**config.mk**
```make
export PLATFORM = sky130hd
export DESIGN_NAME = side_ch_control_flat
export DESIGN_NICKNAME = d
export VERILOG_FILES = /design/src/verilog/side_ch_pkg.sv /design/src/verilog/side_ch_cfg_if.sv /design/src/verilog/side_ch_fifo_if.sv /design/src/verilog/side_ch_control.sv /design/src/flat_wrapper.sv
export SDC_FILE = /design/constraint.sdc
export NUM_CORES = 1
export LEC_CHECK = 0
export BUFFER_PORTS_ARGS = -buffer_cell sky130_fd_sc_hd__buf_2
export CORE_MARGIN = 5
export CORE_UTILIZATION = 43
export DETAILED_ROUTE_END_ITERATION = 6
export PLACE_DENSITY = 0.77
export RECOVER_POWER = 25
export SYNTH_ARGS = -nofsm -noshare
export SYNTH_HDL_FRONTEND = slang
export SYNTH_SLANG_ARGS = --single-unit
```
**constraint.sdc**
```tcl
create_clock -name clk -period 2.72 [get_ports clk]
set_input_delay 0 -clock clk [delete_from_list [all_inputs] [get_ports clk]]
set_output_delay 0 -clock clk [all_outputs]
set_load 0.03 [all_outputs]
```
**src/verilog/side_ch_pkg.sv**
```systemverilog
// side channel shared constants

package side_ch_pkg;

  // data path widths
  localparam int TSF_WIDTH  = 64;
  localparam int IQ_WIDTH   = 16;
  localparam int CSI_WIDTH  = 2 * IQ_WIDTH;
  localparam int AXIS_WIDTH = 64;

  // host register port
  localparam int REG_WIDTH      = 32;
  localparam int REG_ADDR_WIDTH = 5;

  // one frame is a time stamp word then two csi samples per word
  localparam int CSI_PER_FRAME = 64;
  localparam int FRAME_WORDS   = 1 + CSI_PER_FRAME / 2;

  localparam int NUM_EVENTS = 4;

  // register map
  localparam logic [REG_ADDR_WIDTH-1:0] REG_SOFT_RESET   = REG_ADDR_WIDTH'(0);
  localparam logic [REG_ADDR_WIDTH-1:0] REG_CAPTURE      = REG_ADDR_WIDTH'(1);
  localparam logic [REG_ADDR_WIDTH-1:0] REG_DMA_LEN      = REG_ADDR_WIDTH'(2);
  localparam logic [REG_ADDR_WIDTH-1:0] REG_EVENT_SEL    = REG_ADDR_WIDTH'(19);
  localparam logic [REG_ADDR_WIDTH-1:0] REG_FIFO_COUNT   = REG_ADDR_WIDTH'(20);
  // counters sit at base .. base+3
  localparam logic [REG_ADDR_WIDTH-1:0] REG_COUNTER_BASE = REG_ADDR_WIDTH'(26);

endpackage

```
**src/verilog/side_ch_cfg_if.sv**
```systemverilog
// side channel configuration bus

`timescale 1ns/1ps

interface side_ch_cfg_if
  import side_ch_pkg::*;
#(
  parameter int COUNTER_WIDTH = 16
) ();

  logic                     soft_reset;
  logic                     capture_en;
  logic [REG_WIDTH-1:0]     dma_len;
  logic [NUM_EVENTS-1:0]    event_sel;
  // one-cycle clear per counter
  logic [NUM_EVENTS-1:0]    clear;
  logic [COUNTER_WIDTH-1:0] count0;
  logic [COUNTER_WIDTH-1:0] count1;
  logic [COUNTER_WIDTH-1:0] count2;
  logic [COUNTER_WIDTH-1:0] count3;

  modport regs (
    output soft_reset, capture_en, dma_len, event_sel, clear,
    input  count0, count1, count2, count3
  );

  modport control (input soft_reset, capture_en);

  modport stream (input soft_reset, dma_len);

  modport counter (
    input  event_sel, clear,
    output count0, count1, count2, count3
  );

endinterface

```
**src/verilog/side_ch_fifo_if.sv**
```systemverilog
// side channel buffer bus

`timescale 1ns/1ps

interface side_ch_fifo_if
  import side_ch_pkg::*;
#(
  parameter int FIFO_DEPTH = 256
) ();

  // fill count reaches FIFO_DEPTH, so one extra bit
  localparam int COUNT_WIDTH = $clog2(FIFO_DEPTH) + 1;

  logic                   wr_en;
  logic [AXIS_WIDTH-1:0]  wr_data;
  logic                   rd_en;
  logic [AXIS_WIDTH-1:0]  rd_data;
  logic                   empty_n;
  logic [COUNT_WIDTH-1:0] count;

  modport writer (output wr_en, wr_data, input count);

  modport reader (output rd_en, input rd_data, empty_n, count);

  modport fifo (
    input  wr_en, wr_data, rd_en,
    output rd_data, empty_n, count
  );

endinterface

```
**src/verilog/side_ch_control.sv**
```systemverilog
// side channel csi capture control

`timescale 1ns/1ps

module side_ch_control
  import side_ch_pkg::*;
#(
  parameter int FIFO_DEPTH = 256
)
(
  input  logic                 clk,
  input  logic                 rst_n,
  input  logic [TSF_WIDTH-1:0] tsf_runtime_val,
  input  logic                 long_preamble_detected,
  input  logic [CSI_WIDTH-1:0] csi,
  input  logic                 csi_valid,
  output logic                 frame_captured,
  output logic                 frame_dropped,
  side_ch_cfg_if.control       cfg,
  side_ch_fifo_if.writer       fifo
);

  localparam int COUNT_WIDTH = $clog2(FIFO_DEPTH) + 1;
  localparam int SAMPLE_WIDTH = $clog2(CSI_PER_FRAME);
  localparam logic [SAMPLE_WIDTH-1:0] LAST_SAMPLE = SAMPLE_WIDTH'(CSI_PER_FRAME - 1);

  logic                    capturing_q;
  logic [SAMPLE_WIDTH-1:0] sample_cnt_q;
  logic                    wr_en_q;
  logic [AXIS_WIDTH-1:0]   wr_data_q;
  logic [CSI_WIDTH-1:0]    csi_low_q;
  logic                    frame_captured_q;
  logic                    frame_dropped_q;
  logic [COUNT_WIDTH-1:0]  used_words;
  logic                    has_room;

  // a word in flight is not yet in the fill count
  assign used_words = fifo.count + COUNT_WIDTH'(wr_en_q);
  assign has_room   = (used_words <= COUNT_WIDTH'(FIFO_DEPTH - FRAME_WORDS));

  always_ff @(posedge clk or negedge rst_n)
  begin
    if (!rst_n)
    begin
      capturing_q      <= 1'b0;
      sample_cnt_q     <= '0;
      wr_en_q          <= 1'b0;
      frame_captured_q <= 1'b0;
      frame_dropped_q  <= 1'b0;
    end
    else if (cfg.soft_reset)
    begin
      capturing_q      <= 1'b0;
      sample_cnt_q     <= '0;
      wr_en_q          <= 1'b0;
      frame_captured_q <= 1'b0;
      frame_dropped_q  <= 1'b0;
    end
    else
    begin
      wr_en_q          <= 1'b0;
      frame_captured_q <= 1'b0;
      frame_dropped_q  <= 1'b0;
      if (!capturing_q)
      begin
        if (long_preamble_detected && cfg.capture_en)
        begin
          if (has_room)
          begin
            // time stamp word goes out next cycle
            capturing_q  <= 1'b1;
            wr_en_q      <= 1'b1;
            sample_cnt_q <= '0;
          end
          else
            frame_dropped_q <= 1'b1;
        end
      end
      else if (csi_valid)
      begin
        sample_cnt_q <= sample_cnt_q + 1'b1;
        // odd sample completes a pair
        if (sample_cnt_q[0])
          wr_en_q <= 1'b1;
        if (sample_cnt_q == LAST_SAMPLE)
        begin
          capturing_q      <= 1'b0;
          frame_captured_q <= 1'b1;
        end
      end
    end
  end

  // payload path
  always_ff @(posedge clk)
  begin
    if (!capturing_q)
      wr_data_q <= tsf_runtime_val;
    else if (csi_valid)
    begin
      if (!sample_cnt_q[0])
        csi_low_q <= csi;
      else
        wr_data_q <= {csi, csi_low_q};
    end
  end

  assign fifo.wr_en    = wr_en_q;
  assign fifo.wr_data  = wr_data_q;
  assign frame_captured = frame_captured_q;
  assign frame_dropped  = frame_dropped_q;

endmodule

```
**src/flat_wrapper.sv**
```systemverilog
// flat-port wrapper written by rule: the top's interface ports become plain ports
module side_ch_control_flat import side_ch_pkg::*;
#(
  parameter int FIFO_DEPTH = 256
)
  (clk, rst_n, tsf_runtime_val, long_preamble_detected, csi, csi_valid, frame_captured, frame_dropped, cfg_soft_reset, cfg_capture_en, fifo_wr_en, fifo_wr_data, fifo_count);
  side_ch_cfg_if cfg_i ();
  side_ch_fifo_if #(.FIFO_DEPTH(FIFO_DEPTH)) fifo_i ();
  input  logic clk;
  input  logic rst_n;
  input  logic [TSF_WIDTH-1:0] tsf_runtime_val;
  input  logic long_preamble_detected;
  input  logic [CSI_WIDTH-1:0] csi;
  input  logic csi_valid;
  output logic frame_captured;
  output logic frame_dropped;
  input wire logic [$bits(cfg_i.soft_reset)-1:0] cfg_soft_reset;
  input wire logic [$bits(cfg_i.capture_en)-1:0] cfg_capture_en;
  output wire logic [$bits(fifo_i.wr_en)-1:0] fifo_wr_en;
  output wire logic [$bits(fifo_i.wr_data)-1:0] fifo_wr_data;
  input wire logic [$bits(fifo_i.count)-1:0] fifo_count;
  assign cfg_i.soft_reset = cfg_soft_reset;
  assign cfg_i.capture_en = cfg_capture_en;
  assign fifo_wr_en = fifo_i.wr_en;
  assign fifo_wr_data = fifo_i.wr_data;
  assign fifo_i.count = fifo_count;
  side_ch_control #(.FIFO_DEPTH(FIFO_DEPTH)) u_core (.clk(clk), .rst_n(rst_n), .tsf_runtime_val(tsf_runtime_val), .long_preamble_detected(long_preamble_detected), .csi(csi), .csi_valid(csi_valid), .frame_captured(frame_captured), .frame_dropped(frame_dropped), .cfg(cfg_i), .fifo(fifo_i));
endmodule
```
==> flow_metrics.env, run 1 <==
export IMPL_outcome="complete, no violations"
export IMPL_numClockSinks=106
export IMPL_dr_first_iter_drc_count=97
export IMPL_fmaxAchievable_ghz=0.519
export IMPL_hold_path_class="in -> reg"
export IMPL_power_total_uw=3610
export IMPL_avgSynthCellArea_um2=17.9
export IMPL_setup_viol=0
export IMPL_place_area_um2=5380
export IMPL_r2r_start="u_core.capturing_q"
export IMPL_synth_cell_types=32
export IMPL_required_ns=2.83
export IMPL_min_period_over_period=0.708
export IMPL_skew_ns=0.0130
export IMPL_clk_latency_ns=0.36
export IMPL_num_vias=3151
export IMPL_fin_crit_ns=1.93
export IMPL_drtPass1Iterations=4
export IMPL_critical_path_arrival_ns=2.03
export IMPL_port_buffers=177
export IMPL_fill_cells=717
export IMPL_critPathSlowestCell="dfrtp_4"
export IMPL_cp_max_fo=42
export IMPL_io_pins=178
export IMPL_rsz0062_at_grt="false"
export IMPL_antenna_found_initial=0
export IMPL_fin_setup_tns_ns=0
export IMPL_holdWs_ns=0.0297
export IMPL_nets=638
export IMPL_async_reset_ff_frac=0.0943
export IMPL_post_drt_wl_per_cell_um=16.4
export IMPL_grt_total_usage=0.178
export IMPL_path_cells="buf_4, mux2_2"
export IMPL_cts_buffer_depth=2
export IMPL_initial_core_util=0.443
export IMPL_start_kind="flip-flop"
export IMPL_die_area_um2=12200
export IMPL_critPathCaptureType="flip-flop"
export IMPL_r2r_slack_ns=0.79
export IMPL_grt_pass1_vias=3376
export IMPL_synthesis_area_um2=4330
export IMPL_grt_start_max_net_pins=58
export IMPL_ir_drop_uv=336
export IMPL_worstHoldStart="cfg_capture_en"
export IMPL_slew_headroom=0.597
export IMPL_startpoint="u_core.capturing_q"
export IMPL_totalWireLength_mm=10.9
export IMPL_synthCells=242
export IMPL_max_stage_delay_ns=0.71
export IMPL_drive_gt1_frac=0.402
export IMPL_worst_pin_slew_ns=0.604
export IMPL_drc=0
export IMPL_cts_resized=0
export IMPL_ant_nets=0
export IMPL_grt_pass1_wl_mm=16.6
export IMPL_gr_total_overflow=0
export IMPL_dp_hpwl_mm=6.93
export IMPL_slew_viol_final=0
export IMPL_die_w_um=110
export IMPL_root_buffer="clkbuf_8"
export IMPL_final_util=0.663
export IMPL_p_leak_uw=0.00254
export IMPL_maxCapViolations=0
export IMPL_yosysWarnings=0
export IMPL_power_density_nw_per_um2=557
export IMPL_die_h_um=110
export IMPL_synth_flop_cell="edfxtp_1"
export IMPL_numCtsBuffers=9
export IMPL_cts_tree="done"
export IMPL_fin_area_um2=6480
export IMPL_cts_max_level=3
export IMPL_syn_num_nets=357
export IMPL_synth_edf_count=96
export IMPL_cp_num_buf_inv=1
export IMPL_hold_viol_final=0
export IMPL_synth_seq_cells=106
export IMPL_rows=36
export IMPL_yosysSeqAreaShare=0.724
export IMPL_syn_to_final_growth_pct=49.9
export IMPL_routed_via_density=4.76
export IMPL_routabilityCongestion=0.806
export IMPL_design_core_area_um2=9770
export IMPL_worstSetupPathType="reg -> reg"
export IMPL_clk_pin_slew_ns=0.10
export IMPL_crit_family="flip-flops"
cell usage in the layout (no fill, tap or decap), types with 2 or more instances in the layout:
| master | instances |
|---|---|
| clkbuf_8 | 9 |
| clkbuf_2 | 2 |
| dlygate4sd3_1 | 99 |
| nor3_1 | 2 |
| clkbuf_1 | 56 |
| a32o_1 | 2 |
| clkinv_4 | 2 |
| a211oi_1 | 2 |
| nor2_1 | 5 |
| ha_1 | 4 |
| mux2_2 | 65 |
| nand3_1 | 3 |
| a211oi_2 | 3 |
| buf_2 | 120 |
| nand2_1 | 8 |
| a21o_1 | 2 |
| o21ai_0 | 3 |
| dfrtp_1 | 9 |
| buf_4 | 2 |
| nand4_1 | 3 |
| o2111ai_1 | 2 |
| edfxtp_1 | 96 |
| inv_1 | 2 |
| a21oi_1 | 6 |
| inv_6 | 2 |
synthesized netlist by cell type (2+ instances only):
library cell	count	share of area
edfxtp_1	96	0.67
mux2_2	65	0.17
dfrtp_1	10	0.058
nand2_1	9	0.0078
buf_2	8	0.0093
a21oi_1	6	0.0069
nor2_1	6	0.0052
ha_1	4	0.012
a211oi_2	3	0.0087
nand3_1	3	0.0035
nand4_1	3	0.0043
o21ai_0	3	0.0035
a211oi_1	2	0.0035
a21o_1	2	0.0035
a32o_1	2	0.0046
inv_1	2	0.0017
nor3_1	2	0.0023
o2111ai_1	2	0.0041
state kept, by name (all words and copies together), names as in the netlist:
signal,count
u_core.fifo.wr_data,64
u_core.frame_dropped,1
u_core.sample_cnt_q,6
u_core.capturing_q,1
u_core.frame_captured,1
u_core.csi_low_q,32
u_core.fifo.wr_en,1
layer usage:
layer,GRT usage,part of all wire
met1,0.200,0.38
met2,0.334,0.53
met3,0.0507,0.077
met4,0.0413,0.0084
met5,0,0
worst min-delay path, cell delays in order:
cell and delay [ns]:
buf_2 0.11, nand2_1 0.17, nor4_1 0.07
metrics by stage:
step	instances	worst slack, ns
detailed placement	546	0.786
global placement	546	0.822
global route	661	0.645
finish	662	0.794
floorplan	242	0.180
CTS	661	0.777
cells by family after synthesis:
kind of cell,share of synthesized area
flip-flops,0.724
multiplexers,0.169
adder cells (fa/ha/maj),0.0116
buffers and inverters,0.0119
AND/OR/NAND/NOR,0.0301
AO/OA/AOI/OAI,0.0529
report_power, final:
| part | switching, uW | internal [uW] |
|---|---|---|
| sequential | 49.4 | 1940 |
| combinational | 433 | 303 |
| clock | 543 | 348 |
| total | 1020 | 2590 |
cell type report:
type | count | area (um^2) | area share
flip-flops and latches | 106 | 3140 | 0.484
repair buffers | 279 | 1840 | 0.284
multi-input cells | 125 | 1150 | 0.178
well taps | 133 | 166 | 0.0257
clock buffers | 10 | 128 | 0.0197
clock inverters | 6 | 50.0 | 0.00772
inverters | 2 | 7.51 | 0.00116
diodes | 1 | 2.50 | 0.000386
repair_timing:
action,4_1_cts,5_1_grt
setup endpoints to repair,0,0
setup buffers,0,0
hold buffers,99,0
endpoints found under the hold margin,112,0
final timing paths:
path                                                end  cells after the start
worst max-delay path            u_core.fifo.wr_data[34]                      2
worst min-delay path               u_core.frame_dropped                      3
worst max register to register  u_core.fifo.wr_data[34]                      2
worst min register to register   u_core.sample_cnt_q[4]                      1
max in group asynchronous            u_core.capturing_q                      2
min in group asynchronous        u_core.sample_cnt_q[1]                      2
Note: power is estimated with default switching activity, not from simulation.
==> inputs of run 2 (changes only) <==
Settings changed: CORE_UTILIZATION 43 to 48, PLACE_DENSITY 0.77 to 0.81.
Clock period 2.72 ns to 2 ns, I/O delays scaled along.
==> run 2 against run 1 <==
Fmax rose by 8.8%; hold slack better by 0.0084 ns; flip-flop and latch count unchanged; power up 39%; final cell count fell by 2.7%; critical endpoint is now u_core.sample_cnt_q[0].
==> flow_metrics.env, run 2 (synthesis gave the netlist of run 1 again) <==
export IMPL_power_density_nw_per_um2=767
export IMPL_totalWireLength_mm=12.9
export IMPL_cts_max_level=3
export IMPL_design_core_area_um2=8760
export IMPL_syn_to_final_growth_pct=51.0
export IMPL_crit_end="u_core.sample_cnt_q[0]"
export IMPL_drc=0
export IMPL_cts_resized=0
export IMPL_fin_crit_ns=1.77
export IMPL_outcome="complete, no violations"
export IMPL_start_kind="flip-flop"
export IMPL_port_buffers=177
export IMPL_grt_pass1_vias=3534
export IMPL_gr_total_overflow=0
export IMPL_worstSetupPathType="reg -> reg"
export IMPL_cp_depth=6
export IMPL_fin_setup_tns_ns=0
export IMPL_final_cell_mix="buf_2, dlygate4sd3_1, edfxtp_1"
export IMPL_post_drt_wl_per_cell_um=20.1
export IMPL_initial_core_util=0.494
export IMPL_die_area_um2=11000
export IMPL_p_clk_frac=0.251
export IMPL_hold_path_class="in -> reg"
export IMPL_fmaxAchievable_ghz=0.565
export IMPL_dr_first_iter_drc_count=172
export IMPL_layout_commonest_cell="buf_2"
export IMPL_startpoint="u_core.fifo.wr_en"
export IMPL_root_buffer="clkbuf_8"
export IMPL_clk_latency_ns=0.37
export IMPL_internal_power_uw=3540
export IMPL_cts_tree="done"
export IMPL_slew_viol_final=0
export IMPL_setup_viol=0
export IMPL_io_pins=178
export IMPL_dp_cells=524
export IMPL_hold_viol_final=0
export IMPL_rows=34
export IMPL_dp_hpwl_mm=7.69
export IMPL_p_leak_uw=0.00255
export IMPL_maxCapViolations=0
export IMPL_drtPass1Iterations=5
export IMPL_path_cells="ha_1, ha_1, nand4bb_1, a211oi_2, a211oi_2, a41o_1"
export IMPL_critical_path_arrival_ns=2.03
export IMPL_antenna_found_initial=2
export IMPL_r2r_slack_ns=0.23
export IMPL_r2r_start="u_core.fifo.wr_en"
export IMPL_holdWs_ns=0.0381
export IMPL_rsz0062_at_grt="false"
export IMPL_required_ns=2.26
export IMPL_clk_pin_slew_ns=0.10
export IMPL_cp_num_buf_inv=0
export IMPL_p_seq_frac=0.538
export IMPL_critPathCaptureType="flip-flop"
export IMPL_grt_total_usage=0.234
export IMPL_reg2reg_to="u_core.sample_cnt_q[0]"
export IMPL_ant_nets=0
export IMPL_worst_pin_slew_ns=0.463
export IMPL_fill_cells=547
export IMPL_reg2reg_depth=6
export IMPL_combPwrFrac=0.211
export IMPL_fin_area_um2=6530
export IMPL_critPathSlowestCell="dfrtp_1"
export IMPL_grt_pass1_wl_mm=20.0
export IMPL_drive_gt1_frac=0.388
export IMPL_place_area_um2=5410
export IMPL_grt_start_max_net_pins=48
export IMPL_numClockSinks=106
export IMPL_routed_via_density=5.20
export IMPL_min_period_over_period=0.886
export IMPL_die_h_um=105
export IMPL_p_sw_uw=1470
export IMPL_crit_family="compound AO/OA/AOI/OAI gates"
export IMPL_cts_buffer_depth=2
export IMPL_skew_ns=0.0134
export IMPL_ir_drop_uv=370
export IMPL_nets=643
export IMPL_stdcell_count=644
export IMPL_numCtsBuffers=9
export IMPL_routabilityCongestion=0.859
export IMPL_swShare=0.293
export IMPL_die_w_um=105
export IMPL_largest_reg_flops=64
export IMPL_max_stage_delay_ns=0.41
export IMPL_final_util=0.745
export IMPL_cp_max_fo=3
export IMPL_slew_headroom=0.692
export IMPL_num_vias=3352
==> run 2: worst min path at each step <==
stage / depth (start not counted) / start / endpoint / slack [ns]
floorplan: 0 / rst_n / u_core.capturing_q / -0.30
global placement: 1 / rst_n / u_core.frame_dropped / -0.12
detailed placement: 1 / rst_n / u_core.frame_dropped / -0.12
CTS: 3 / fifo_count[8] / u_core.frame_dropped / 0.02
global route: 3 / cfg_capture_en / u_core.frame_dropped / 0.04
finish: 3 / fifo_count[8] / u_core.frame_dropped / 0.04
==> run 2: through the flow <==
| stage | setup WS [ns] | total power, uW |
|---|---|---|
| floorplan | 0.0880 | 3290 |
| global placement | 0.327 | 3620 |
| finish | 0.229 | 5010 |
| detailed placement | 0.251 | 3640 |
| CTS | 0.227 | 5030 |
| global route | 0.0384 | 5200 |
==> run 2: per-layer routing <==
metal  vias up  track usage  wire length, um
li1       1533            -                -
met1      1629        0.276             4680
met2       174        0.417             6910
met3        16       0.0598             1080
met4         0       0.0767              264
met5         -            0                0
==> run 2: worst register-to-register path, cell delays in order, from the launching register on <==
cell	delay, ns
dfrtp_1	0.41
ha_1	0.19
ha_1	0.21
nand4bb_1	0.22
a211oi_2	0.30
a211oi_2	0.09
a41o_1	0.25
==> run 2: final cells by class <==
class	count	area (um^2)	share of cell area
inverter	2	7.51	0.00115
clock buffer	10	128	0.0195
timing repair buffer	284	1910	0.293
multi-input combinational	125	1150	0.176
clock inverter	6	55.1	0.00843
sequential	106	3130	0.480
tap	108	135	0.0207
antenna	3	7.51	0.00115
==> run 2: power groups by stage <==
| stage | sequential [uW] | clock [uW] | combinational, uW |
|---|---|---|---|
| after floorplan | 3050 | 0 | 235 |
| after global placement | 2720 | 0 | 893 |
| after detailed placement | 2730 | 0 | 911 |
| after CTS | 2680 | 1280 | 1070 |
| after global routing | 2710 | 1380 | 1110 |
| final | 2690 | 1260 | 1060 |
==> run 2: repair_timing <==
action,4_1_cts,5_1_grt
buffers inserted,0,0
endpoints found under the hold margin,112,0
hold buffers,101,0
==> inputs of run 3 (changes only) <==
Settings changed: BUFFER_PORTS_ARGS -buffer_cell sky130_fd_sc_hd__buf_2 to default, CORE_UTILIZATION 48 to 51, DONT_BUFFER_PORTS from default to 1, PLACE_DENSITY 0.81 to 0.67.
==> run 3 against run 2 <==
Synthesized cell count unchanged; the flow now stops in clock tree synthesis (4_1_cts); area after synthesis unchanged.
==> flow_metrics.env, run 3 <==
export IMPL_outcome="stopped before the end"
export IMPL_stop_stage="clock tree synthesis (4_1_cts)"
export IMPL_error="[ERROR RSZ-0060] Max buffer count reached."
export IMPL_synth_flop_cell="edfxtp_1"
export IMPL_async_reset_ff_frac=0.0943
export IMPL_die_h_um=102
export IMPL_initial_core_util=0.524
export IMPL_yosysMostFrequentCell="edfxtp_1"
export IMPL_numCtsBuffers=9
export IMPL_synth_cell_types=32
export IMPL_synth_seq_cells=106
export IMPL_routabilityCongestion=0.826
export IMPL_rows=33
export IMPL_yosysTopAreaCell="edfxtp_1"
export IMPL_avgSynthCellArea_um2=17.9
export IMPL_cts_resized=0
export IMPL_synthesis_area_um2=4330
export IMPL_io_pins=178
export IMPL_synth_top_cell_area_share=0.666
export IMPL_root_buffer="clkbuf_8"
export IMPL_cts_buffer_depth=2
export IMPL_port_buffers=0
export IMPL_cts_max_level=3
export IMPL_dp_hpwl_mm=6.07
export IMPL_numClockSinks=106
export IMPL_cts_hold_buffers=101
export IMPL_yosys_top_cells_count="edfxtp_1, mux2_2, dfrtp_1"
export IMPL_syn_num_nets=357
export IMPL_postCtsSetupBuffers=0
export IMPL_synthCells=242
export IMPL_yosysSeqAreaShare=0.724
export IMPL_synth_edf_count=96
export IMPL_die_w_um=102
export IMPL_yosysWarnings=0
export IMPL_synth_area_leaders="edfxtp_1, mux2_2, dfrtp_1"
-- run 3: logic make-up after synthesis --
logic type	share of synthesized area
simple gates	0.0301
flops	0.724
buf+inv	0.0119
fa+ha+maj	0.0116
compound gates	0.0529
mux	0.169
-- run 3: through the flow --
stage | cell area [um^2] | cells | hold slack (ns) | setup slack [ns] | utilization
after detailed placement | 4510 | 344 | -0.295 | 0.199 | 0.546
after global placement | 4510 | 344 | -0.295 | 0.317 | 0.546
after floorplan | 4330 | 242 | -0.296 | 0.0880 | -
==> inputs of run 4 (changes only) <==
Settings changed: CORE_UTILIZATION 51 to 36, PLACE_DENSITY 0.67 to default, PLACE_DENSITY_LB_ADDON from default to 0.15.
==> run 4 against run 3 <==
The flow again stops in clock tree synthesis (4_1_cts); area after synthesis did not move; synthesized cell count is the same.
==> flow_metrics.env, run 4 <==
export IMPL_yosysSeqAreaShare=0.724
export IMPL_cts_hold_buffers=101
export IMPL_synthCells=242
export IMPL_synth_cell_types=32
export IMPL_numCtsBuffers=9
export IMPL_yosys_top_cells_count="edfxtp_1, mux2_2, dfrtp_1"
export IMPL_synth_area_leaders="edfxtp_1, mux2_2, dfrtp_1"
export IMPL_io_pins=178
export IMPL_numClockSinks=106
export IMPL_die_w_um=120
export IMPL_root_buffer="clkbuf_16"
export IMPL_place_area_um2=4570
export IMPL_async_reset_ff_frac=0.0943
export IMPL_avgSynthCellArea_um2=17.9
export IMPL_error="[ERROR RSZ-0060] Max buffer count reached."
export IMPL_outcome="stopped before the end"
export IMPL_synth_seq_cells=106
export IMPL_synth_flop_cell="edfxtp_1"
export IMPL_rows=40
export IMPL_postCtsSetupBuffers=0
export IMPL_yosysMostFrequentCell="edfxtp_1"
export IMPL_syn_num_nets=357
export IMPL_synth_edf_count=96
export IMPL_routabilityCongestion=0.761
export IMPL_yosysTopAreaCell="edfxtp_1"
export IMPL_yosysWarnings=0
export IMPL_port_buffers=0
export IMPL_cts_max_level=3
export IMPL_stop_stage="clock tree synthesis (4_1_cts)"
export IMPL_dp_hpwl_mm=6.40
export IMPL_cts_resized=0
export IMPL_die_h_um=120
export IMPL_synthesis_area_um2=4330
export IMPL_synth_top_cell_area_share=0.666
export IMPL_cts_buffer_depth=2
export IMPL_initial_core_util=0.363
## run 4: kinds of logic after synthesis
group | after synthesis | synth area share
flip-flops | 106 | 0.724
multiplexers | 65 | 0.169
AO/OA/AOI/OAI | 29 | 0.0529
AND/OR/NAND/NOR | 27 | 0.0301
buffers and inverters | 11 | 0.0119
adder cells (fa/ha/maj) | 4 | 0.0116
## run 4: stage by stage
| step | cells | setup WS (ns) |
|---|---|---|
| 3_5_place_dp | 387 | 0.262 |
| 3_3_place_gp | 387 | 0.314 |
| 2_1_floorplan | 242 | 0.0880 |
