[src/verilog/side_ch_pkg.sv]
// side channel shared constants

package side_ch_pkg;

  // data path widths
  localparam int TSF_WIDTH  = 64;
  localparam int IQ_WIDTH   = 16;
  localparam int CSI_WIDTH  = 2 * IQ_WIDTH;
  localparam int AXIS_WIDTH = 64;

  // host register port
  localparam int REG_WIDTH      = 32;
  localparam int REG_ADDR_WIDTH = 5;

  // one frame is a time stamp word then two csi samples per word
  localparam int CSI_PER_FRAME = 64;
  localparam int FRAME_WORDS   = 1 + CSI_PER_FRAME / 2;

  localparam int NUM_EVENTS = 4;

  // register map
  localparam logic [REG_ADDR_WIDTH-1:0] REG_SOFT_RESET   = REG_ADDR_WIDTH'(0);
  localparam logic [REG_ADDR_WIDTH-1:0] REG_CAPTURE      = REG_ADDR_WIDTH'(1);
  localparam logic [REG_ADDR_WIDTH-1:0] REG_DMA_LEN      = REG_ADDR_WIDTH'(2);
  localparam logic [REG_ADDR_WIDTH-1:0] REG_EVENT_SEL    = REG_ADDR_WIDTH'(19);
  localparam logic [REG_ADDR_WIDTH-1:0] REG_FIFO_COUNT   = REG_ADDR_WIDTH'(20);
  // counters sit at base .. base+3
  localparam logic [REG_ADDR_WIDTH-1:0] REG_COUNTER_BASE = REG_ADDR_WIDTH'(26);

endpackage

[src/verilog/side_ch_cfg_if.sv]
// side channel configuration bus

`timescale 1ns/1ps

interface side_ch_cfg_if
  import side_ch_pkg::*;
#(
  parameter int COUNTER_WIDTH = 16
) ();

  logic                     soft_reset;
  logic                     capture_en;
  logic [REG_WIDTH-1:0]     dma_len;
  logic [NUM_EVENTS-1:0]    event_sel;
  // one-cycle clear per counter
  logic [NUM_EVENTS-1:0]    clear;
  logic [COUNTER_WIDTH-1:0] count0;
  logic [COUNTER_WIDTH-1:0] count1;
  logic [COUNTER_WIDTH-1:0] count2;
  logic [COUNTER_WIDTH-1:0] count3;

  modport regs (
    output soft_reset, capture_en, dma_len, event_sel, clear,
    input  count0, count1, count2, count3
  );

  modport control (input soft_reset, capture_en);

  modport stream (input soft_reset, dma_len);

  modport counter (
    input  event_sel, clear,
    output count0, count1, count2, count3
  );

endinterface

[src/verilog/side_ch_regs.sv]
// side channel host registers

`timescale 1ns/1ps

module side_ch_regs
  import side_ch_pkg::*;
(
  input  logic                      clk,
  input  logic                      rst_n,
  input  logic                      reg_wr_en,
  input  logic [REG_ADDR_WIDTH-1:0] reg_addr,
  input  logic [REG_WIDTH-1:0]      reg_wdata,
  output logic [REG_WIDTH-1:0]      reg_rdata,
  side_ch_cfg_if.regs               cfg,
  input  logic [REG_WIDTH-1:0]      fifo_count
);

  logic                  soft_reset_q;
  logic                  capture_q;
  logic [REG_WIDTH-1:0]  dma_len_q;
  logic [NUM_EVENTS-1:0] event_sel_q;
  logic [NUM_EVENTS-1:0] clear_q;

  always_ff @(posedge clk or negedge rst_n)
  begin
    if (!rst_n)
    begin
      soft_reset_q <= 1'b0;
      capture_q    <= 1'b0;
      dma_len_q    <= '0;
      event_sel_q  <= '0;
      clear_q      <= '0;
    end
    else
    begin
      clear_q <= '0;
      if (reg_wr_en)
      begin
        case (reg_addr)
          REG_SOFT_RESET: soft_reset_q <= reg_wdata[0];
          REG_CAPTURE:    capture_q    <= reg_wdata[0];
          REG_DMA_LEN:    dma_len_q    <= reg_wdata;
          REG_EVENT_SEL:
          begin
            // select bits are spaced one nibble apart
            for (int i = 0; i < NUM_EVENTS; i++)
              event_sel_q[i] <= reg_wdata[4*i];
          end
          default: ;
        endcase
        // any write to a counter address clears it, data ignored
        for (int i = 0; i < NUM_EVENTS; i++)
          if (reg_addr == REG_ADDR_WIDTH'(REG_COUNTER_BASE + i))
            clear_q[i] <= 1'b1;
      end
    end
  end

  assign cfg.soft_reset = soft_reset_q;
  assign cfg.capture_en = capture_q;
  assign cfg.dma_len    = dma_len_q;
  assign cfg.event_sel  = event_sel_q;
  assign cfg.clear      = clear_q;

  // readback
  always_comb
  begin
    reg_rdata = '0;
    case (reg_addr)
      REG_SOFT_RESET: reg_rdata[0] = soft_reset_q;
      REG_CAPTURE:    reg_rdata[0] = capture_q;
      REG_DMA_LEN:    reg_rdata    = dma_len_q;
      REG_EVENT_SEL:
      begin
        for (int i = 0; i < NUM_EVENTS; i++)
          reg_rdata[4*i] = event_sel_q[i];
      end
      REG_FIFO_COUNT:           reg_rdata = fifo_count;
      REG_COUNTER_BASE:         reg_rdata = REG_WIDTH'(cfg.count0);
      REG_COUNTER_BASE + 5'd1:  reg_rdata = REG_WIDTH'(cfg.count1);
      REG_COUNTER_BASE + 5'd2:  reg_rdata = REG_WIDTH'(cfg.count2);
      REG_COUNTER_BASE + 5'd3:  reg_rdata = REG_WIDTH'(cfg.count3);
      default: ;
    endcase
  end

endmodule
[src/flat_wrapper.sv]
// flat-port wrapper written by rule: the top's interface ports become plain ports
module side_ch_regs_flat import side_ch_pkg::*;
  (clk, rst_n, reg_wr_en, reg_addr, reg_wdata, reg_rdata, fifo_count, cfg_soft_reset, cfg_capture_en, cfg_dma_len, cfg_event_sel, cfg_clear, cfg_count0, cfg_count1, cfg_count2, cfg_count3);
  side_ch_cfg_if cfg_i ();
  input  logic clk;
  input  logic rst_n;
  input  logic reg_wr_en;
  input  logic [REG_ADDR_WIDTH-1:0] reg_addr;
  input  logic [REG_WIDTH-1:0] reg_wdata;
  output logic [REG_WIDTH-1:0] reg_rdata;
  input  logic [REG_WIDTH-1:0] fifo_count;
  output wire logic [$bits(cfg_i.soft_reset)-1:0] cfg_soft_reset;
  output wire logic [$bits(cfg_i.capture_en)-1:0] cfg_capture_en;
  output wire logic [$bits(cfg_i.dma_len)-1:0] cfg_dma_len;
  output wire logic [$bits(cfg_i.event_sel)-1:0] cfg_event_sel;
  output wire logic [$bits(cfg_i.clear)-1:0] cfg_clear;
  input wire logic [$bits(cfg_i.count0)-1:0] cfg_count0;
  input wire logic [$bits(cfg_i.count1)-1:0] cfg_count1;
  input wire logic [$bits(cfg_i.count2)-1:0] cfg_count2;
  input wire logic [$bits(cfg_i.count3)-1:0] cfg_count3;
  assign cfg_soft_reset = cfg_i.soft_reset;
  assign cfg_capture_en = cfg_i.capture_en;
  assign cfg_dma_len = cfg_i.dma_len;
  assign cfg_event_sel = cfg_i.event_sel;
  assign cfg_clear = cfg_i.clear;
  assign cfg_i.count0 = cfg_count0;
  assign cfg_i.count1 = cfg_count1;
  assign cfg_i.count2 = cfg_count2;
  assign cfg_i.count3 = cfg_count3;
  side_ch_regs u_core (.clk(clk), .rst_n(rst_n), .reg_wr_en(reg_wr_en), .reg_addr(reg_addr), .reg_wdata(reg_wdata), .reg_rdata(reg_rdata), .cfg(cfg_i), .fifo_count(fifo_count));
endmodule
[config.mk]
export PLATFORM = sky130hd
export DESIGN_NAME = side_ch_regs_flat
export DESIGN_NICKNAME = d
export VERILOG_FILES = /design/src/verilog/side_ch_pkg.sv /design/src/verilog/side_ch_cfg_if.sv /design/src/verilog/side_ch_regs.sv /design/src/flat_wrapper.sv
export SDC_FILE = /design/constraint.sdc
export NUM_CORES = 1
export LEC_CHECK = 0
export ABC_AREA = 1
export ABC_CLOCK_PERIOD_IN_PS = 1000
export BUFFER_PORTS_ARGS = -buffer_cell sky130_fd_sc_hd__buf_2
export CAP_MARGIN = 20
export CORE_ASPECT_RATIO = 0.8
export CORE_MARGIN = 5
export CORE_UTILIZATION = 37
export CTS_CLUSTER_DIAMETER = 30
export DETAILED_ROUTE_END_ITERATION = 8
export PLACE_DENSITY_LB_ADDON = 0.12
export SLEW_MARGIN = 15
export SYNTH_ARGS = -nofsm -noshare
export SYNTH_HDL_FRONTEND = slang
export SYNTH_SLANG_ARGS = --single-unit
export TNS_END_PERCENT = 1
[constraint.sdc]
create_clock -name clk -period 1 [get_ports clk]
set_clock_uncertainty 0.05 [all_clocks]
set_input_delay 0.1 -clock clk [delete_from_list [all_inputs] [get_ports clk]]
set_output_delay 0.1 -clock clk [all_outputs]
set_load 0.005 [all_outputs]
==> results_dict.tcl, run 1 <==
set metrics [dict create \
    run_status "finished, violations left" \
    failed_checks "negative setup slack" \
    detailedPlacementHpwl_um 8970 \
    ys_warnings 0 \
    cts_num_sinks 42 \
    synth-seq-cells 42 \
    cap_violations 0 \
    viasPerCell 4.58 \
    initial_utilization_pct 37.3 \
    start_point_of_the_worst_min_delay_path "reg_wdata[1]" \
    global_route_wire_length_before_repair_um 16900 \
    routed_wl_per_cell_um 13.5 \
    startpoint "u_core.cfg.event_sel[1]$_DFFE_PN0P_" \
    finalHoldViolations 0 \
    layout_min_cycle_time_ps 1300 \
    floorplan.die.width_um 109 \
    tritoncts "done" \
    floorplan.io_pins 210 \
    max_freq_mhz 768 \
    numPortBuffers 209 \
    cts_buffers 5 \
    core_um2 7840 \
    worst_setup_path_end_kind "output pin" \
    grt_pass1_vias 3653 \
    worst_ep_required_time_ps 850 \
    clock-root-buffer "sky130_fd_sc_hd__clkbuf_8" \
    finalMaxSlewViolations 0 \
    grt_antenna_before_repair 0 \
    timing_worst_slew_pin_value_ps 274 \
    synth-seq-area-share_pct 35.9 \
    postSynthCellCount 456 \
    syn_avg_cell_area_um2 6.42 \
    dieArea_um2 9800 \
    detail_route.first_pass.iterations 4 \
    power.density_cell_area_nw_per_um2 1010 \
    hp-class "in -> reg" \
    clock_transition_at_the_registers_of_the_reported_paths_ps 80 \
    finalNetCount 862 \
    drt_iter0_markers 216 \
    dpl_cell_area_um2 4330 \
    worstSetupPathType "reg -> out" \
    timing.final.setup_violations 45 \
    final.period_utilization_pct 130 \
    fp.dieH_um 89.5 \
    global_route.usage.total_pct 21.9 \
    layout-drive-gt1-share_pct 42.4 \
    cp_data_arrival_time_ps 1150 \
    post_synth_main_area_contributors "sky130_fd_sc_hd__dfrtp_1, sky130_fd_sc_hd__nand2_1, sky130_fd_sc_hd__nand3_1, sky130_fd_sc_hd__inv_1, sky130_fd_sc_hd__nor2_1" \
    n_antenna_cell 0 \
    fin_ws_ps -302 \
    area.growth.synth_to_final_pct 69.0 \
    postRouteWirelength_um 11300 \
    synth_nets 592 \
    grt_max_degree 34 \
    tns_ps -8950 \
    insertion_delay_ps 290 \
    max-clock-path-buffers 2 \
    yosysTopAreaCellShare_pct 35.9 \
    post-synth-top-area-cell "sky130_fd_sc_hd__dfrtp_1" \
    rsz0062_at_grt "yes" \
    std_cell_rows 29 \
    post-route-cell-area_um2 4950 \
    worstPathMaxFanout 2 \
    worst_ir_drop_vdd_uv 718 \
    synth_cell_type_count 20 \
    worst_slew_margin_rel_pct 81.7 \
    postRouteAntennaNets 0 \
    depth_of_the_cts_h_tree 2 \
    mappedNetlistArea_um2 2930 \
    cp-start-kind "register" \
    globalRoute.totalOverflow 0 \
    drt_drc_violations_left 0 \
    detailroute.via_count 3822 \
    critical_path.reg2reg.startpoint "u_core.cfg.event_sel[3]$_DFFE_PN0P_" \
    filler_cell_count 780 \
    power_leakage_nw 3.00 \
    routabilityCongestion 0.870 \
]
==> where the power goes <==
group	leakage [nW]	switching [mW]	internal, mW
sequential	0.535	0.218	1.98
clock	0.0472	0.584	0.555
combinational	2.42	0.742	0.889
total	3.00	1.54	3.43
==> what timing repair did <==
item,4_1_cts,5_1_grt
setup buffers,6,5
endpoints found under the setup margin,38,87
hold buffers,20,0
pin swaps,9,11
gates resized for setup,32,22
gates cloned,1,0
endpoints found under the hold margin,61,0
==> placed cells by master (no fill, tap or decap), drive strengths merged, types with 5 or more instances in the layout <==
cell / synthesis / layout
buf: 20 / 263
nor2: 53 / 53
a21oi: 5 / 5
nand3: 53 / 53
nand2: 183 / 183
clkbuf: 0 / 6
dlygate4sd3: 0 / 20
o21ai: 36 / 36
inv: 59 / 58
dfrtp: 42 / 42
==> stage by stage <==
step | total power, mW | instances | hold slack [ps] | utilization, % | worst slack, ps
floorplan | 2.69 | 456 | -246 | - | 13.4
global placement | 3.60 | 795 | -61.3 | 55.3 | -303
detailed placement | 3.62 | 795 | -54.9 | 55.3 | -347
CTS | 4.95 | 830 | 3.76 | 61.5 | -320
global route | 5.32 | 835 | 4.30 | 63.1 | -377
finish | 4.97 | 835 | 5.84 | 63.1 | -302
==> final cells by class <==
| class | count | area, um^2 | share of cell area [%] |
|---|---|---|---|
| Tap cell | 108 | 135 | 2.73 |
| Clock inverter | 2 | 12.5 | 0.253 |
| Multi-Input combinational cell | 335 | 1550 | 31.3 |
| Clock buffer | 6 | 82.6 | 1.67 |
| Timing Repair Buffer | 283 | 1890 | 38.2 |
| Sequential cell | 42 | 1050 | 21.2 |
| Inverter | 59 | 225 | 4.55 |
==> sequential cells by signal (all words and copies together) (netlist names) <==
register and flops:
u_core.cfg.capture_en 1, u_core.cfg.dma_len 32, u_core.cfg.event_sel 4, u_core.cfg.clear 4, u_core.cfg.soft_reset 1
==> synth_stat cells <==
library cell and instances:
sky130_fd_sc_hd__nand2_1 181, sky130_fd_sc_hd__inv_1 58, sky130_fd_sc_hd__nand3_1 50, sky130_fd_sc_hd__nor2_1 45, sky130_fd_sc_hd__dfrtp_1 42, sky130_fd_sc_hd__o21ai_1 20, sky130_fd_sc_hd__o21ai_0 16, sky130_fd_sc_hd__buf_6 10
sky130_fd_sc_hd__buf_2 7, sky130_fd_sc_hd__nor2_4 6, sky130_fd_sc_hd__a21oi_1 5, sky130_fd_sc_hd__nor3_1 4, sky130_fd_sc_hd__buf_4 3, sky130_fd_sc_hd__nand2_4 2, sky130_fd_sc_hd__nand3_2 2, sky130_fd_sc_hd__inv_2 1
sky130_fd_sc_hd__nand3_4 1, sky130_fd_sc_hd__nand4_1 1, sky130_fd_sc_hd__nor2_2 1, sky130_fd_sc_hd__nor2_8 1
==> worst paths after layout <==
check | endpoint | slack (ps) | depth (start not counted)
max | reg_rdata[4] | -300 | 5
min | u_core.cfg.dma_len[1]$_DFFE_PN0P_ | 6 | 3
max reg2reg | u_core.cfg.event_sel[3]$_DFFE_PN0P_ | 60 | 4
min reg2reg | u_core.cfg.dma_len[22]$_DFFE_PN0P_ | 450 | 2
max in group asynchronous | u_core.cfg.dma_len[27]$_DFFE_PN0P_ | 280 | 3
min in group asynchronous | u_core.cfg.capture_en$_DFFE_PN0P_ | 160 | 2
==> kinds of logic after synthesis <==
group                  share of synthesized area, %
AO/OA/AOI/OAI                                  7.01
buffers and inverters                          13.4
flip-flops                                     35.9
AND/OR/NAND/NOR                                43.7
==> metal layers <==
layer,global-route usage (%),vias to the layer above,share of wire [%]
met2,39.1,148,48
met1,27.2,1723,42
met3,4.91,10,8.8
met4,4.76,0,1.2
li1,-,1941,-
met5,0,-,0
==> critical path: stages, from the launching register on <==
cell                      delay, ps
sky130_fd_sc_hd__dfrtp_1        400
sky130_fd_sc_hd__nand3_1         80
sky130_fd_sc_hd__o21ai_0         70
sky130_fd_sc_hd__nor2_1         110
sky130_fd_sc_hd__nand2_1         70
sky130_fd_sc_hd__buf_2          120
No activity file was read; power rests on OpenSTA's default activity.
==> run 2, diff against run 1 <==
Settings changed: ABC_CLOCK_PERIOD_IN_PS 1000 to 1400, CORE_UTILIZATION 37 to 40.
Clock period 1 ns to 1.4 ns, I/O delays scaled along.
==> run 2 against run 1 <==
Against the previous run: the flow now finishes without violations; critical path depth up 4; global-route usage up 0.13 points; first-iteration DRC count down 32%; critical path type is now in -> out; critical endpoint is now reg_rdata[12].
==> results_dict.tcl, run 2 (synthesized netlist as in run 1, its figures left out) <==
set metrics [dict create \
    clock-root-buffer "sky130_fd_sc_hd__clkbuf_8" \
    run_status "finished clean" \
    slowest_delay_ps 210 \
    post-route-cell-area_um2 4530 \
    std_cell_rows 27 \
    core_um2 6990 \
    dp_slack_ps -80.5 \
    finalMaxSlewViolations 0 \
    worstSetupPathType "in -> out" \
    tns_ps 0 \
    final.period_utilization_pct 97.8 \
    worst_slew_margin_rel_pct 72.3 \
    floorplan.die.width_um 106 \
    critical_path_cell_by_cell "buf_8, nor2_4, nand2_4, nor2_8, clkinvlp_4, nor2_2, nor2_2, nand2_1, buf_2" \
    critical_path.reg2reg.startpoint "u_core.cfg.event_sel[2]$_DFFE_PN0P_" \
    worstPathMaxFanout 8 \
    crit_path_top_delay_cell "sky130_fd_sc_hd__clkinvlp_4" \
    global_route.usage.total_pct 22.0 \
    n_antenna_cell 0 \
    mostFrequentLayoutCells "sky130_fd_sc_hd__buf_2, sky130_fd_sc_hd__nand2_1, sky130_fd_sc_hd__inv_1, sky130_fd_sc_hd__nand3_1, sky130_fd_sc_hd__dfrtp_1" \
    max_freq_mhz 731 \
    detail_route.first_pass.iterations 4 \
    grt_max_degree 43 \
    layout-drive-gt1-share_pct 40.9 \
    drt_drc_violations_left 0 \
    floorplan.io_pins 210 \
    fp.dieH_um 86.5 \
    stdcell_count 774 \
    dpl_cell_area_um2 4220 \
    finalNetCount 822 \
    detailedPlacementHpwl_um 8500 \
    start_point_of_the_worst_min_delay_path "reg_wdata[29]" \
    max-clock-path-buffers 2 \
    grt_pass1_vias 3456 \
    timing.hold.ws_ps 23.4 \
    mostFrequentLayoutCell "sky130_fd_sc_hd__buf_2" \
    insertion_delay_ps 290 \
    numPortBuffers 209 \
    postRouteAntennaNets 0 \
    max_ffs_per_register 32 \
    worst_setup_path_end_kind "output pin" \
    routed_wl_per_cell_um 13.6 \
    layout_min_cycle_time_ps 1370 \
    power_leakage_nw 2.84 \
    timing.final.setup_violations 0 \
    cp-start-kind "primary input" \
    dieArea_um2 9140 \
    cts_num_sinks 42 \
    clock_transition_at_the_registers_of_the_reported_paths_ps 80 \
    globalRoute.totalOverflow 0 \
    grt_antenna_before_repair 0 \
    routabilityCongestion 0.911 \
    finalHoldViolations 0 \
    cp_data_arrival_time_ps 1180 \
    worst_ir_drop_vdd_uv 854 \
    viasPerCell 4.68 \
    timing_worst_slew_pin_value_ps 415 \
    critical_path.most_common_cell "sky130_fd_sc_hd__nor2_2" \
    detailroute.via_count 3624 \
    depth_of_the_cts_h_tree 2 \
    area.growth.synth_to_final_pct 54.6 \
    cts_buffers 5 \
    cpLargestDelayFamily "simple AND/OR/NAND/NOR gates" \
    postRouteWirelength_um 10600 \
    power.density_cell_area_nw_per_um2 822 \
    worst_ep_required_time_ps 1210 \
    initial_utilization_pct 41.9 \
    hp-class "in -> reg" \
    startpoint "reg_addr[3]" \
    drt_iter0_markers 147 \
    fin_ws_ps 31.2 \
    timing.critical_path.buf_inv 3 \
    placed_cells_incl_taps 756 \
    global_route_wire_length_before_repair_um 16400 \
    rsz0062_at_grt "yes" \
    tritoncts "done" \
    cap_violations 0 \
]
## run 2: cell types whose count changed in the layout (fill, tap and decap cells not counted), moves of 3 or more
cell                            delta
sky130_fd_sc_hd__buf_2             +7
sky130_fd_sc_hd__buf_6            -18
sky130_fd_sc_hd__inv_2             -3
sky130_fd_sc_hd__inv_1             +3
sky130_fd_sc_hd__nor2_1            +4
sky130_fd_sc_hd__buf_4            -11
sky130_fd_sc_hd__nand3_2           -3
sky130_fd_sc_hd__nand2_1           -3
sky130_fd_sc_hd__dlygate4sd3_1    -19
sky130_fd_sc_hd__nand2_2           +3
sky130_fd_sc_hd__nor2_2            -4
## run 2: cell type report
cell class,count,area [um^2]
clock buffers,6,82.6
multi-input cells,335,1530
flip-flops and latches,42,1050
well taps,87,109
repair buffers,243,1460
clock inverters,2,60.1
fillers,680,2470
inverters,59,225
## run 2: final timing paths
path,to,depth (start not counted),slack (ps)
worst min-delay path,u_core.cfg.dma_len[29]$_DFFE_PN0P_,3,20
worst min register to register,u_core.cfg.dma_len[16]$_DFFE_PN0P_,2,450
worst max-delay path,reg_rdata[12],9,30
min in group asynchronous,u_core.cfg.soft_reset$_DFFE_PN0P_,3,290
worst max register to register,u_core.cfg.event_sel[2]$_DFFE_PN0P_,2,640
max in group asynchronous,u_core.cfg.dma_len[7]$_DFFE_PN0P_,3,800
## run 2: what timing repair did
item,CTS,global route
cloned,0,0
resized for setup,8,19
pin swaps,3,6
endpoints found under the setup margin,21,32
hold buffers,1,0
hold endpoints to repair,42,0
buffers inserted,3,6
## run 2: through the flow
step	util, %	total power, mW
after global routing	64.7	3.95
final	64.7	3.72
after CTS	63.3	3.74
after floorplan	-	1.92
after global placement	60.3	2.51
after detailed placement	60.3	2.54
## run 2: worst reg2reg max path: cells and delay by family, from the launching register on
kind / cells / cell delay (ps)
flip-flops: 1 / 410
AND/OR/NAND/NOR: 1 / 80
AO/OA/AOI/OAI: 1 / 90
## run 2: routing by layer
layer / vias up / track usage (%) / wire, um / part of all wire, %
met4: 0 / 3.76 / 121 / 1.1
met5: - / 0 / 0 / 0
met3: 15 / 4.17 / 688 / 6.5
li1: 1864 / - / - / -
met1: 1612 / 27.6 / 4430 / 42
met2: 133 / 40.3 / 5310 / 50
## run 2: where the power goes
group	switching [mW]	internal, mW
Clock	0.414	0.761
Combinational	0.483	0.480
Sequential	0.164	1.42
==> run 3, diff against run 2 <==
Settings changed: SETUP_SLACK_MARGIN set to 0.05.
==> run 3 against run 2 <==
Against the previous run: the flow now finishes with violations (negative setup slack); die area is the same; critical path depth is the same; worst setup slack lost 32 ps; global-route usage grew 1.0 points; sequential power is essentially flat; flip-flop and latch count is the same; critical path type unchanged; highest routed layer unchanged.
==> results_dict.tcl, run 3 (synthesized netlist as in run 1, its figures left out) <==
set metrics [dict create \
    run_status "finished, violations left" \
    failed_checks "negative setup slack" \
    filler_cell_count 656 \
    power_leakage_nw 2.87 \
    rsz0062_at_grt "yes" \
    layout_min_cycle_time_ps 1400 \
    fin_ws_ps -1.01 \
    mostFrequentLayoutCells "sky130_fd_sc_hd__buf_2, sky130_fd_sc_hd__nand2_1, sky130_fd_sc_hd__inv_1, sky130_fd_sc_hd__nand3_1, sky130_fd_sc_hd__dfrtp_1" \
    critical_path.reg2reg.startpoint "u_core.cfg.event_sel[2]$_DFFE_PN0P_" \
    tns_ps -1.01 \
    power_frac_comb_pct 26.3 \
    regToRegEndpoint "u_core.cfg.event_sel[2]$_DFFE_PN0P_" \
    detailedPlacementHpwl_um 8500 \
    worst_slew_margin_rel_pct 72.2 \
    r2r_setup_slack_ps 640 \
    timing.final.setup_violations 1 \
    power.density_cell_area_nw_per_um2 808 \
    cpLargestDelayFamily "simple AND/OR/NAND/NOR gates" \
    timing_worst_slew_pin_value_ps 417 \
    multi_input_comb_area_um2 1560 \
    critPathCapture "reg_rdata[8]" \
    worst_ep_required_time_ps 1210 \
    crit_cells 9 \
    area.growth.synth_to_final_pct 58.5 \
    seq_power_share_pct 42.3 \
    timing.critical_path.buf_inv 3 \
    depth_of_the_cts_h_tree 2 \
    hp-class "in -> reg" \
    worstSetupPathType "in -> out" \
    routed_wl_per_cell_um 14.0 \
    floorplan.die.width_um 106 \
    drt_drc_violations_left 0 \
    power.switching_mw 1.08 \
    max_freq_mhz 714 \
    drt_iter0_markers 143 \
    finalMaxSlewViolations 0 \
    grt_pass1_vias 3574 \
    worstPathMaxFanout 8 \
    startpoint "reg_addr[3]" \
    routabilityCongestion 0.911 \
    global_route.usage.total_pct 23.1 \
    detail_route.first_pass.iterations 4 \
    cts_num_sinks 42 \
    postRouteWirelength_um 10800 \
    max_ffs_per_register 32 \
    insertion_delay_ps 290 \
    n_antenna_cell 0 \
    start_point_of_the_worst_min_delay_path "reg_wdata[29]" \
    postRouteAntennaNets 0 \
    crit_path_top_delay_cell "sky130_fd_sc_hd__clkinvlp_4" \
    dp_slack_ps -80.5 \
    final.period_utilization_pct 100 \
    std_cell_rows 27 \
    switching_share_pct 28.7 \
    worst_ir_drop_vdd_uv 854 \
    viasPerCell 4.71 \
    cts_buffers 5 \
    wl_met1_um 4500 \
    core_um2 6990 \
    globalRoute.totalOverflow 0 \
    dieArea_um2 9140 \
    slowest_delay_ps 240 \
    worst_setup_path_end_kind "output pin" \
    r2r_cells 2 \
    finalNetCount 822 \
    numPortBuffers 209 \
    clock_power_share_pct 31.4 \
    final-seq-area_um2 1050 \
    clock-root-buffer "sky130_fd_sc_hd__clkbuf_8" \
    clock_transition_at_the_registers_of_the_reported_paths_ps 80 \
    fp.dieH_um 86.5 \
    finalPower_mw 3.75 \
    mostFrequentLayoutCell "sky130_fd_sc_hd__buf_2" \
    timing.hold.ws_ps 23.0 \
    cp-start-kind "primary input" \
    layout-drive-gt1-share_pct 41.6 \
    global_route_wire_length_before_repair_um 17000 \
    cp_data_arrival_time_ps 1210 \
    grt_max_degree 43 \
    cap_violations 0 \
    grt_antenna_before_repair 0 \
    finalHoldViolations 0 \
    tritoncts "done" \
    max-clock-path-buffers 2 \
    detailroute.via_count 3647 \
    p_int_mw 2.67 \
    initial_utilization_pct 41.9 \
    top_signal_layer_used "met4" \
    met2_length_um 5480 \
    critical_path_cell_by_cell "buf_8, nor2_4, nand2_4, nor2_8, clkinvlp_4, nor2_2, nor2_1, nand2_1, buf_2" \
    route.met3.wl_um 713 \
    floorplan.io_pins 210 \
]
==> run 3: cell types whose count changed in the layout (fill, tap and decap cells not counted), moves of 2 or more <==
| cell | delta |
|---|---|
| sky130_fd_sc_hd__buf_4 | -5 |
| sky130_fd_sc_hd__buf_6 | +3 |
| sky130_fd_sc_hd__nor2_1 | -3 |
| sky130_fd_sc_hd__buf_2 | -2 |
| sky130_fd_sc_hd__nand2_1 | -2 |
| sky130_fd_sc_hd__nand2_2 | +2 |
| sky130_fd_sc_hd__nor2_4 | +2 |
==> run 3: worst min path at each step <==
stage	to	depth (start not counted)
global placement	u_core.cfg.soft_reset$_DFFE_PN0P_	2
global route	u_core.cfg.dma_len[18]$_DFFE_PN0P_	3
CTS	u_core.cfg.dma_len[29]$_DFFE_PN0P_	3
detailed placement	u_core.cfg.soft_reset$_DFFE_PN0P_	2
floorplan	u_core.cfg.capture_en$_DFFE_PN0P_	0
finish	u_core.cfg.dma_len[29]$_DFFE_PN0P_	3
==> run 3: power groups by stage <==
stage,Sequential [mW],Combinational [mW],Clock (mW)
finish,1.58,0.988,1.18
global route,1.62,1.11,1.26
CTS,1.58,0.989,1.20
detailed placement,1.60,0.942,0
global placement,1.59,0.919,0
floorplan,1.60,0.325,0
==> run 3: layer usage <==
layer | GRT usage, % | vias to the layer above
met5 | 0 | -
met3 | 4.17 | 15
met2 | 42.2 | 138
met1 | 28.6 | 1633
li1 | - | 1861
met4 | 5.06 | 0
==> run 3: layout make-up <==
cell class	count	share of cell area, %
Clock buffer	6	1.78
Clock inverter	2	1.29
Inverter	59	4.91
Multi-Input combinational cell	335	33.7
Sequential cell	42	22.7
Tap cell	87	2.35
Timing Repair Buffer	243	33.3
==> run 3: stage by stage <==
stage	instances	instance area, um^2	utilization (%)
after detailed placement	756	4220	60.3
after global routing	774	4640	66.3
after CTS	773	4600	65.8
after floorplan	456	2930	-
after global placement	756	4220	60.3
final	774	4640	66.3
==> run 3: tightest hold or removal path, stage by stage <==
cell	delay, ps
sky130_fd_sc_hd__buf_2	80
sky130_fd_sc_hd__nand3_1	60
sky130_fd_sc_hd__nand2_1	60
==> run 3: timing repair <==
| item | CTS | global route |
|---|---|---|
| resized for setup | 39 | 10 |
| endpoints found under the setup margin | 31 | 44 |
| buffers inserted | 7 | 1 |
| cloned | 2 | 0 |
| endpoints found under the hold margin | 42 | 0 |
| pin swaps | 23 | 15 |
| hold buffers | 1 | 0 |
